**config.mk**
```make
export PLATFORM = sky130hd
export DESIGN_NAME = stream_fifo
export DESIGN_NICKNAME = d
export VERILOG_FILES = /design/src/hw/stream_fifo.sv
export SDC_FILE = /design/constraint.sdc
export NUM_CORES = 1
export LEC_CHECK = 0
export BUFFER_PORTS_ARGS = -buffer_cell sky130_fd_sc_hd__buf_2
export CORE_MARGIN = 5
export CORE_UTILIZATION = 50
export CTS_CLUSTER_DIAMETER = 30
export CTS_CLUSTER_SIZE = 8
export DETAILED_ROUTE_END_ITERATION = 12
export PLACE_DENSITY = 0.71
export SETUP_SLACK_MARGIN = 0.02
export SLEW_MARGIN = 10
export SYNTH_ARGS = -nofsm -noshare
export SYNTH_HDL_FRONTEND = slang
export SYNTH_SLANG_ARGS = --single-unit
```
**constraint.sdc**
```tcl
create_clock -name clk -period 7.1 [get_ports clk]
set_clock_uncertainty 0.2 [all_clocks]
set_input_delay 1.42 -clock clk [delete_from_list [all_inputs] [get_ports clk]]
set_output_delay 1.42 -clock clk [all_outputs]
set_load 0.05 [all_outputs]
```
**src/hw/stream_fifo.sv**
```systemverilog
`timescale 1ns/10ps
`default_nettype none

module stream_fifo #(
  parameter type payload_t  = logic [7:0],
  parameter int  FIFO_DEPTH = 4
) (
  input  wire logic     clk,
  input  wire logic     rst_n,
  input  wire logic     in_valid_i,
  output logic          in_ready_o,
  input  wire payload_t in_data_i,
  output logic          out_valid_o,
  input  wire logic     out_ready_i,
  output payload_t      out_data_o
);

  localparam int PTR_W = (FIFO_DEPTH > 1) ? $clog2(FIFO_DEPTH) : 1;
  localparam int CNT_W = $clog2(FIFO_DEPTH + 1);

  payload_t         mem_q [FIFO_DEPTH];
  logic [PTR_W-1:0] wr_ptr_q;
  logic [PTR_W-1:0] rd_ptr_q;
  logic [CNT_W-1:0] count_q;
  logic             push;
  logic             pop;

  assign in_ready_o  = (count_q != CNT_W'(FIFO_DEPTH));
  assign out_valid_o = (count_q != '0);
  assign out_data_o  = mem_q[rd_ptr_q];

  assign push = in_valid_i && in_ready_o;
  assign pop  = out_valid_o && out_ready_i;

  always_ff @(posedge clk) begin
    if (push) begin
      mem_q[wr_ptr_q] <= in_data_i;
    end
  end

  always_ff @(posedge clk or negedge rst_n) begin
    if (!rst_n) begin
      wr_ptr_q <= '0;
      rd_ptr_q <= '0;
      count_q  <= '0;
    end else begin
      if (push) begin
        // Wrap explicitly so any depth works
        if (wr_ptr_q == PTR_W'(FIFO_DEPTH - 1)) begin
          wr_ptr_q <= '0;
        end else begin
          wr_ptr_q <= wr_ptr_q + 1'b1;
        end
      end
      if (pop) begin
        if (rd_ptr_q == PTR_W'(FIFO_DEPTH - 1)) begin
          rd_ptr_q <= '0;
        end else begin
          rd_ptr_q <= rd_ptr_q + 1'b1;
        end
      end
      case ({push, pop})
        2'b10:   count_q <= count_q + 1'b1;
        2'b01:   count_q <= count_q - 1'b1;
        default: count_q <= count_q;
      endcase
    end
  end

endmodule

`default_nettype wire

```
# Word-level counts from Yosys, hierarchy flattened
# Memories as Yosys holds them, arrays and structs flattened.
# Index checks and enable logic that the tools add are counted.
# word_totals
register_bits	7
ramBits	32
input_bits	12
word_cells	22
n_memories	1
# memory_table
memory	words	word_bits	rd	rd_clocked_by_memory_dff	write_ports	line_no	source
mem_q	4	8	1	0	1	21	payload_t mem_q [FIFO_DEPTH];
# op_classes
addsub	4
eq_ne	5
mux	5
n_reduce_logical	4
# ops
cell	count
== test 2 bit (second input constant)	3
case mux 3 bit (2 select lines)	1
adder 2 x 1 -> 2 bit (second input constant)	2
two-way mux 2 bit	2
adder 3 x 1 -> 3 bit (second input constant)	1
inequality test 3 bit (second input constant)	1
nonzero test 3 bit	1
subtractor 3 x 1 -> 3 bit (second input constant)	1
== test 2 x 1 -> 1 bit (second input constant)	1
logical AND 1 bit	2
two-way mux 1 bit	2
nonzero test 2 bit	1

# Logic depth before layout (Yosys ltp)
# logic_depth
word_depth	4
mapped_depth	9
mapped_depth_nobuf	9

# Worst setup path before layout
# Ideal clock, no wire load.
# synth_timing
path_type	reg-to-output
start	register rd_ptr_q[0]
end	output out_data_o[0] (netlist bit)
arrival_ns	1.273
t_required_ns	5.480
slack_ns	4.207
stages_incl_launch_ff	3
path_cell_list	dfrtp_1 -> buf_2 -> mux4_2
# synth_rtl
element	line_no	source
from (decl)	23	logic [PTR_W-1:0] rd_ptr_q;
from (signal assigned)	59	rd_ptr_q <= rd_ptr_q + 1'b1;
to (decl)	15	output payload_t out_data_o

==> results.ini <==
[status]
status = finished, final reports clean

[global_routing]
grtUsageMet2_pct = 20.2
met1_usage_pct = 15.7
antenna_found_initial = 0
grt_use_total_pct = 12.5
grt_pass1_vias = 810
overflow = 0
grt_max_degree = 12
grt_pass1_wl_um = 3930
grt.met3_usage_pct = 5.06
grt-busiest-layer = met2

[yosys]
synth_cells = 82
ys_warn_count = 0
synthArstFlopShare_pct = 17.9
synth.largest_area_cell = edfxtp_1
yosysMostFrequentCell = edfxtp_1
synth_edf_count = 32
synth-seq-cells = 39
syn_area_mm2 = 0.00161
synth_cell_types = 19
synth_top_area_share_pct = 59.8
ys_seq_area_share_pct = 70.7
ys_top_cells_by_count = edfxtp_1, mux4_2, dfrtp_1, inv_1, ha_1
ys.flop_type = edfxtp_1
synth_top_cells_by_area = edfxtp_1, mux4_2, dfrtp_1, ha_1, and3_2
syn_avg_cell_area_um2 = 19.6
syn-num-nets = 101

[finish]
fin_area_mm2 = 0.00181
register_area_mm2 = 0.00114
drive_gt1_share_pct = 41.3
antennaDiodeCount = 0
final_util_pct = 58.7
layout.nets = 127
fillers = 249
area_delta_synth_final_pct = 12.5
multiInputGateArea_um2 = 437
fin_cells = 153

[sta]
maxSlewViolCount = 0
hold_slack_ns = 0.289
rsz0062_at_grt = false
finalHoldViolCount = 0
setup_ws_ns = 3.64
relSlewSlack_pct = 62.1
finalSetupTns_ns = 0
max_freq_mhz = 289
max_slew.worst_pin.slew_ns = 0.568
fin_crit_ns = 3.46
finalSetupViolCount = 0
fin_crit_sh_pct = 48.7

[setup_path]
reg2reg_slack_ns = 4.69
worstPathArrival_ns = 1.84
worst-setup-path-type = reg2out
crit_path_end_kind = output pin
critPathMaxFanout = 11
startpoint_type = register
required_ns = 5.48

[power_and_ir_drop]
power.total_mw = 0.798
switching_share_pct = 39.9
power.density_mw_per_mm2 = 442
power.net_switching_mw = 0.318
ir_drop_v = 0.000191
p_leak_nw = 0.702
p_int_mw = 0.480
p_clk_share_pct = 12.5
pwr-share-comb_pct = 42.9
pwr-share-seq_pct = 44.6

[placement]
portBuffers = 21
preCtsSetupSlack_ns = 3.95
dpl.hpwl_um = 1660
dp.cells = 145
gp_congestion = 0.692
dpl_cell_area_mm2 = 0.00176

[floorplan]
fp.dieH_um = 66.7
io_pins = 22
fp.dieW_um = 66.7
fp.coreArea_mm2 = 0.00308
rows = 20
die-area_mm2 = 0.00445
start_util_pct = 52.2

[cts]
clkLatencyLatePin_ns = 0.32
cts_setup_buffers = 0
numCtsBuffers = 5
clock-root-buffer = clkbuf_4
path_clk_slew_ns = 0.10
cts_resized = 0
cts.sinks = 39
cts_buffer_depth = 2
htreeDepth = 2
cts_hold_buf = 0
cts_tree = yes

[routing]
drtIter0Drc = 23
wirelength_um = 2280
viasPerCell = 4.95
vias = 757
wire_per_inst_um = 14.9
drc = 0
first_pass_iters = 4
ant_nets = 0

[worst_hold_path]
hold_class = reg2reg

[job]
maxCapViolations = 0

==> critical path, cell delays in order, from the launching register on <==
cell and delay (ns):
dfrtp_1 0.72, mux4_2 0.58, buf_2 0.23
==> sequential cells by signal (all words and copies together) (netlist names) <==
signal	cells
rd_ptr_q	2
wr_ptr_q	2
mem_q	32
count_q	3
==> layer usage <==
layer / wire [µm] / vias up
li1: - / 364
met1: 1030 / 376
met2: 1130 / 15
met3: 105 / 2
met4: 14 / 0
met5: 0 / -
==> power groups by stage <==
stage	registers, mW	clock network (mW)	logic [mW]
2_1_floorplan	0.332	0	0.306
6_report	0.356	0.0995	0.342
3_5_place_dp	0.363	0	0.349
5_1_grt	0.368	0.114	0.370
3_3_place_gp	0.361	0	0.340
4_1_cts	0.359	0.104	0.349
==> cell families after synthesis <==
kind of cell / count (synthesis) / share of synthesized area [%]
adder cells (fa/ha/maj): 7 / 5.91
flip-flops: 39 / 70.7
XOR/XNOR: 3 / 1.63
buffers and inverters: 9 / 2.18
AND/OR/NAND/NOR: 11 / 4.51
multiplexers: 13 / 15.1
==> area by class of cell <==
type | count | area share (%)
flip-flops and latches | 39 | 62.8
multi-input cells | 34 | 24.2
repair buffers | 21 | 5.81
well taps | 44 | 3.04
clock buffers | 8 | 2.70
inverters | 7 | 1.45
==> cells in the final DEF (no fill, tap or decap), drive strengths merged <==
cell type / count
and2: 1
and3: 4
buf: 21
clkbuf: 8
dfrtp: 7
edfxtp: 32
fa: 1
ha: 6
inv: 7
mux2: 4
mux2i: 1
mux4: 8
nand2: 1
nor2: 3
or3: 1
or3b: 1
xnor2: 1
xor2: 2
==> path summary, 6_finish.rpt <==
kind                             start             to  cells past startpoint
max                        rd_ptr_q[0]  out_data_o[1]                      2
min                         count_q[2]     count_q[2]                      1
max reg2reg                 count_q[0]     count_q[2]                      9
min reg2reg                 count_q[2]     count_q[2]                      1
max in group asynchronous        rst_n     count_q[0]                      1
min in group asynchronous        rst_n    wr_ptr_q[0]                      1
Note: power is estimated with default switching activity, not from simulation.
