<file path="config.mk">
export PLATFORM = sky130hd
export DESIGN_NAME = feature_aggregator
export DESIGN_NICKNAME = d
export VERILOG_FILES = /design/src/hw/gat_pkg.sv /design/src/hw/feature_aggregator.sv
export SDC_FILE = /design/constraint.sdc
export NUM_CORES = 2
export LEC_CHECK = 0
export ABC_AREA = 1
export ABC_CLOCK_PERIOD_IN_PS = 9500
export BUFFER_PORTS_ARGS = -buffer_cell sky130_fd_sc_hd__buf_2
export CAP_MARGIN = 10
export CORE_MARGIN = 1.5
export CORE_UTILIZATION = 60
export DETAILED_ROUTE_END_ITERATION = 8
export PLACE_DENSITY = 0.88
export RECOVER_POWER = 100
export SLEW_MARGIN = 20
export SYNTH_ARGS = -nofsm -noshare
export SYNTH_HDL_FRONTEND = slang
export SYNTH_SLANG_ARGS = --single-unit
</file>
<file path="constraint.sdc">
create_clock -name clk -period 9.5 [get_ports clk]
set_input_delay 0.475 -clock clk [delete_from_list [all_inputs] [get_ports clk]]
set_output_delay 0.475 -clock clk [all_outputs]
set_load 0.1 [all_outputs]
</file>
<file path="src/hw/gat_pkg.sv">
`default_nettype none

package gat_pkg;

  // Layer dimensions
  localparam int NUM_FEAT  = 4;
  localparam int MAX_NODES = 16;

  // Datapath widths
  localparam int FEAT_W   = 8;
  localparam int SCORE_W  = 19;
  localparam int WEIGHT_W = 16;
  localparam int ACC_W    = 32;
  localparam int WSUM_W   = 24;

  // Score to weight mapping
  localparam int WEIGHT_EXP_MAX = 15;
  localparam int SCORE_SHIFT    = 8;
  localparam int LEAKY_SHIFT    = 3;
  localparam int EXP_W          = $clog2(WEIGHT_EXP_MAX + 1);

  typedef logic signed [FEAT_W-1:0] feat_t;
  typedef feat_t [NUM_FEAT-1:0] feat_vec_t;

  typedef logic signed [ACC_W-1:0] acc_t;
  typedef acc_t [NUM_FEAT-1:0] acc_vec_t;

  // src applies to the target node, nbr to every node of the subgraph
  typedef struct packed {
    feat_vec_t src;
    feat_vec_t nbr;
  } att_vec_t;

  // First item of a subgraph is the target node
  typedef struct packed {
    feat_vec_t feat;
    logic      first;
    logic      last;
  } node_t;

  typedef struct packed {
    feat_vec_t           feat;
    logic [WEIGHT_W-1:0] weight;
    logic                last;
  } coef_t;

  // Host divides feat_sum by weight_sum
  typedef struct packed {
    acc_vec_t          feat_sum;
    logic [WSUM_W-1:0] weight_sum;
  } result_t;

endpackage

`default_nettype wire

</file>
<file path="src/hw/feature_aggregator.sv">
`timescale 1ns/10ps
`default_nettype none

module feature_aggregator (
  input  wire logic            clk,
  input  wire logic            rst_n,
  input  wire logic            coef_valid_i,
  output logic                 coef_ready_o,
  input  wire gat_pkg::coef_t  coef_i,
  output logic                 result_valid_o,
  input  wire logic            result_ready_i,
  output gat_pkg::result_t     result_o
);

  import gat_pkg::*;

  acc_vec_t          acc_q;
  logic [WSUM_W-1:0] wsum_q;
  acc_vec_t          acc_next;
  logic [WSUM_W-1:0] wsum_next;
  logic              result_valid_q;
  result_t           result_q;
  logic              accept;

  // Stall the coefficient stream while a result waits
  assign coef_ready_o = !result_valid_q;
  assign accept       = coef_valid_i && coef_ready_o;

  always_comb begin
    acc_t term;
    for (int k = 0; k < NUM_FEAT; k++) begin
      // Weight is unsigned, so widen with a zero before the signed multiply
      term        = $signed({1'b0, coef_i.weight}) * $signed(coef_i.feat[k]);
      acc_next[k] = acc_q[k] + term;
    end
    wsum_next = wsum_q + WSUM_W'(coef_i.weight);
  end

  always_ff @(posedge clk or negedge rst_n) begin
    if (!rst_n) begin
      acc_q          <= '0;
      wsum_q         <= '0;
      result_valid_q <= 1'b0;
    end else begin
      if (result_valid_q && result_ready_i) begin
        result_valid_q <= 1'b0;
      end
      if (accept) begin
        if (coef_i.last) begin
          // Subgraph done, start the next one from zero
          acc_q          <= '0;
          wsum_q         <= '0;
          result_valid_q <= 1'b1;
        end else begin
          acc_q  <= acc_next;
          wsum_q <= wsum_next;
        end
      end
    end
  end

  always_ff @(posedge clk) begin
    if (accept && coef_i.last) begin
      result_q.feat_sum   <= acc_next;
      result_q.weight_sum <= wsum_next;
    end
  end

  assign result_valid_o = result_valid_q;
  assign result_o       = result_q;

endmodule

`default_nettype wire

</file>
# After elaboration in Yosys (flattened, before gate mapping)
# Cells that the tools add are included.
# classes
div	0
n_lt_le_gt_ge	0
eq_ne	0
shift	0
n_bitwise	0
addsub	5
n_reduce_logical	4
mux	5
n_mul	4
# op_table
cell	count
$add 32x25->32	4
$mux 128	1
$mul 17x8->25	4
$add 24x16->24	1
$mux 24	1
$logic_and 1x1->1	3
$mux 1	3
$logic_not 1->1	1
# word_totals
n_memories	0
mem_bits_rw	0
input_bits	53
latchBits	0
romBits	0
out_inout_bits	154
register_bits	305
word_cells	29

# Logic depth before layout (Yosys ltp)
# logic_depth
word_depth	4
ltp_mapped	23
depth_no_buf	22

# Worst setup path after synthesis
# Ideal clock, no wire load.
# synth_path
kind	register to register
from	reg result_valid_q (netlist: result_valid_o)
to	reg result_q (netlist bit result_o[0]) (enable)
required_ns	8.834
setup_time_ns	0.666
n_path_buf	1
path_slack_ns	0.486
path_stages_with_launch	5
period_less_slack_ns	9.014
t_arrival_ns	8.348
path_cell_list	dfrtp_1 > inv_1 > nand2_2 > clkbuf_1 > nor2_1
# synth_via
elab_chain_cells	3
# synth_rtl
item	line	rtl
start, declared	feature_aggregator.sv:21	logic result_valid_q;
start signal, assigned	feature_aggregator.sv:43	result_valid_q <= 1'b0;
start signal, assigned	feature_aggregator.sv:46	result_valid_q <= 1'b0;
start signal, assigned	feature_aggregator.sv:53	result_valid_q <= 1'b1;
$logic_not 1->1	feature_aggregator.sv:26	assign coef_ready_o = !result_valid_q;
via coef_ready_o	feature_aggregator.sv:8	output logic coef_ready_o,
$logic_and 1x1->1	feature_aggregator.sv:27	assign accept = coef_valid_i && coef_ready_o;
$logic_and 1x1->1	feature_aggregator.sv:63	if (accept && coef_i.last) begin
end, declared	feature_aggregator.sv:22	result_t result_q;
# The timed path passes the listed nets, and every way through them passes these cells.
# A chain may end at the register's enable or synchronous reset.

# Worst setup path after layout
# layout_path
from	reg result_valid_q (netlist: result_valid_o)
to	reg acc_q[56] (netlist bit)
# layout_via
elab_chain_cells	2
# layout_rtl
item	line	rtl
$logic_not 1->1	feature_aggregator.sv:26	
$logic_and 1x1->1	feature_aggregator.sv:27	
end signal, assigned	feature_aggregator.sv:55	acc_q <= acc_next;
end, declared	feature_aggregator.sv:17	acc_vec_t acc_q;
# No other way between the ends.

==> results.cfg <==
[run_status]
outcome = finished, violations left
failed_checks = capacitance limit, slew limit

[sta]
finalCriticalPeriod_ps = 6857
rsz0062_at_grt = false
tightest_slew_ps = 4451
hold_viol_final = 0
timing.setup.tns_ps = 0
slew_headroom = -1.967
fin_worst_skew_ps = 26.30
drv_slew = 334
max_freq_ghz = 0.1458
period_share = 0.7217
setup_viol = 0

[worst_setup_path]
crit_slowest_cell = nor2_1
critical_path_buf_inv_count = 2
path_max_fanout = 53
critPathRequiredTime_ps = 9990
start_kind = flip-flop
crit_chain = inv_1, nand2_1, nor2_1, clkbuf_1, nand3_1, nand2_1
end_kind = flip-flop
cp_common_cell = nand2_1
critical_path_class = reg2reg
critPathArrivalTime_ps = 7340
cpLargestDelayFamily = simple AND/OR/NAND/NOR gates
slowest_delay_ps = 2610

[global_routing]
globalRouteOverflowTotal = 0
grt_pass1_wl_um = 158000
grt_max_degree = 68
grt_usage = 0.3182
antenna_found_initial = 3
first_global_vias = 31714

[cts]
cts_max_level = 2
cts_setup_buffers = 0
cts_tree = yes
cts_hold_buf = 1
path_clk_slew_ps = 50
clk_latency_ps = 580
ctsLongestPathBuffers = 3
cts_root_buffer = clkbuf_16
clkSinkCount = 305
numCtsBuffers = 40
ctsResizeCount = 0

[detailed_routing]
via_per_inst = 5.346
postRouteAntennaNets = 0
vias = 29859
first_iter_violations = 2058
first_pass_iters = 5
post_drt_wl_per_cell_um = 17.21
wirelength_um = 96100
route.detailed.drc = 0

[floorplanning]
coreArea_mm2 = 0.06047
die_h_um = 250.4
ioPinCount = 207
num_rows = 90
die_area_mm2 = 0.06270
die_x_um = 250.4
start_util = 0.6073

[run]
maxCapViolCount = 7

[synthesis]
synth-xor-area-share = 0.02266
yosysTopAreaCell = fa_1
syn_area_mm2 = 0.03672
syn_area_per_cell_um2 = 7.895
yosysWarnings = 0
post-synth-top-area-fraction = 0.2355
synthSimpleGateAreaFrac = 0.2298
synth_nets = 5520
syn-instance-count = 4651
synth_top_family_by_area = adder cells
synth_mux_area_frac = 0
yosys-top-cells-area = fa_1, nand2_1, ha_1
synth-adder-area-share = 0.3663
synth-compound-area-share = 0.02702
ys_seq_area_frac = 0.2286
synth_seq_cells = 305
synth_cell_types = 41

[hold_path]
worst_hold_path_type = in2reg

[final_layout]
nets = 5641
syn2layout_area_growth_pct = 6.832
n_fill_cell = 5151
drive_gt1_frac = 0.03832

[place]
hpwl_um = 73140
port_buffers = 206
routabilityCongestion = 0.9745
==> cell type report <==
class / instances / area [um^2] / share of cell area
tap: 782 / 978.4 / 0.02494
antenna: 1 / 2.502 / 0.00006379
sequential: 305 / 8393 / 0.2139
timing repair buffer: 219 / 918.4 / 0.02341
clock inverter: 22 / 231.5 / 0.005900
inverter: 1083 / 4065 / 0.1036
clock buffer: 50 / 1080 / 0.02752
multi-input combinational: 3123 / 23560 / 0.6006
==> per-stage QoR <==
step	instances	setup slack, ps	utilization	area (um^2)	hold slack, ps
finish	5585	2643	0.6487	39230	105.7
global route	5585	2322	0.6487	39230	109.9
CTS	5584	4524	0.6552	39620	78.26
detailed placement	5511	3948	0.6334	38300	470.4
global placement	5511	3964	0.6334	38300	464.7
floorplan	4651	486.0	-	36720	179.4
==> per-layer routing <==
layer  vias up  part of all wire  wire, um  GRT usage
li1      14082                 -         -          -
met4         2             0.048      4612     0.1470
met3       320             0.072      6937    0.04988
met1     14297              0.39     37330     0.3887
met5         -           0.00010        10          0
met2      1158              0.49     47210     0.5537
==> synthesized netlist by cell type (all sizes together) <==
| cell | count |
|---|---|
| nand3 | 184 |
| o21a | 2 |
| o22ai | 13 |
| nor4 | 1 |
| clkinv | 7 |
| and3 | 1 |
| a21o | 4 |
| nor2 | 212 |
| o21bai | 5 |
| edfxtp | 152 |
| nand4 | 30 |
| xor2 | 61 |
| dfrtp | 153 |
| buf | 22 |
| nand2b | 1 |
| xnor2 | 22 |
| nor3 | 5 |
| a21oi | 80 |
| or2 | 6 |
| nand3b | 9 |
| o21ai | 62 |
| clkbuf | 118 |
| fa | 432 |
| inv | 1076 |
| and2 | 62 |
| ha | 384 |
| nand2 | 1534 |
| a22o | 13 |
==> sequential cells by signal (all words and copies together) (netlist names) <==
register        count
acc_q             128
wsum_q             24
result_valid_o      1
result_o          152
==> cells in the final DEF (no fill, tap or decap), types with 10 or more instances in the layout <==
cell type | Yosys | final
and2_0 | 0 | 37
nand3_1 | 175 | 179
nand2_1 | 1502 | 1512
nor2_2 | 24 | 23
o21ai_0 | 55 | 60
dfrtp_1 | 153 | 153
nand4_1 | 30 | 30
xor2_1 | 47 | 59
inv_1 | 1075 | 1075
o22ai_1 | 13 | 13
nor2_1 | 185 | 186
clkbuf_16 | 0 | 41
edfxtp_1 | 152 | 152
a21oi_1 | 79 | 80
nand2_2 | 32 | 22
clkbuf_1 | 118 | 167
clkinv_1 | 7 | 10
ha_1 | 384 | 384
buf_2 | 18 | 51
xnor2_1 | 22 | 22
a22o_1 | 13 | 13
fa_1 | 432 | 432
and2_1 | 62 | 25
==> final timing paths <==
kind,start,to,depth (start not counted),slack (ps)
max,result_valid_o$_DFF_PN0_,acc_q[56]$_DFFE_PN0P_,6,2640
max reg2reg,result_valid_o$_DFF_PN0_,acc_q[56]$_DFFE_PN0P_,6,2640
min in group asynchronous,rst_n,acc_q[3]$_DFFE_PN0P_,2,2040
min reg2reg,acc_q[114]$_DFFE_PN0P_,acc_q[114]$_DFFE_PN0P_,2,490
min,result_ready_i,result_valid_o$_DFF_PN0_,2,110
max in group asynchronous,rst_n,acc_q[10]$_DFFE_PN0P_,4,4240
==> cells by family after synthesis <==
kind of cell | after synthesis
simple gates | 2045
buf+inv | 1223
fa+ha+maj | 816
flops | 305
compound gates | 179
xor+xnor | 83
Power is left out: the tool's default activity adds up to more than one toggle a clock period on the data nets, which glitch-free logic cannot reach.
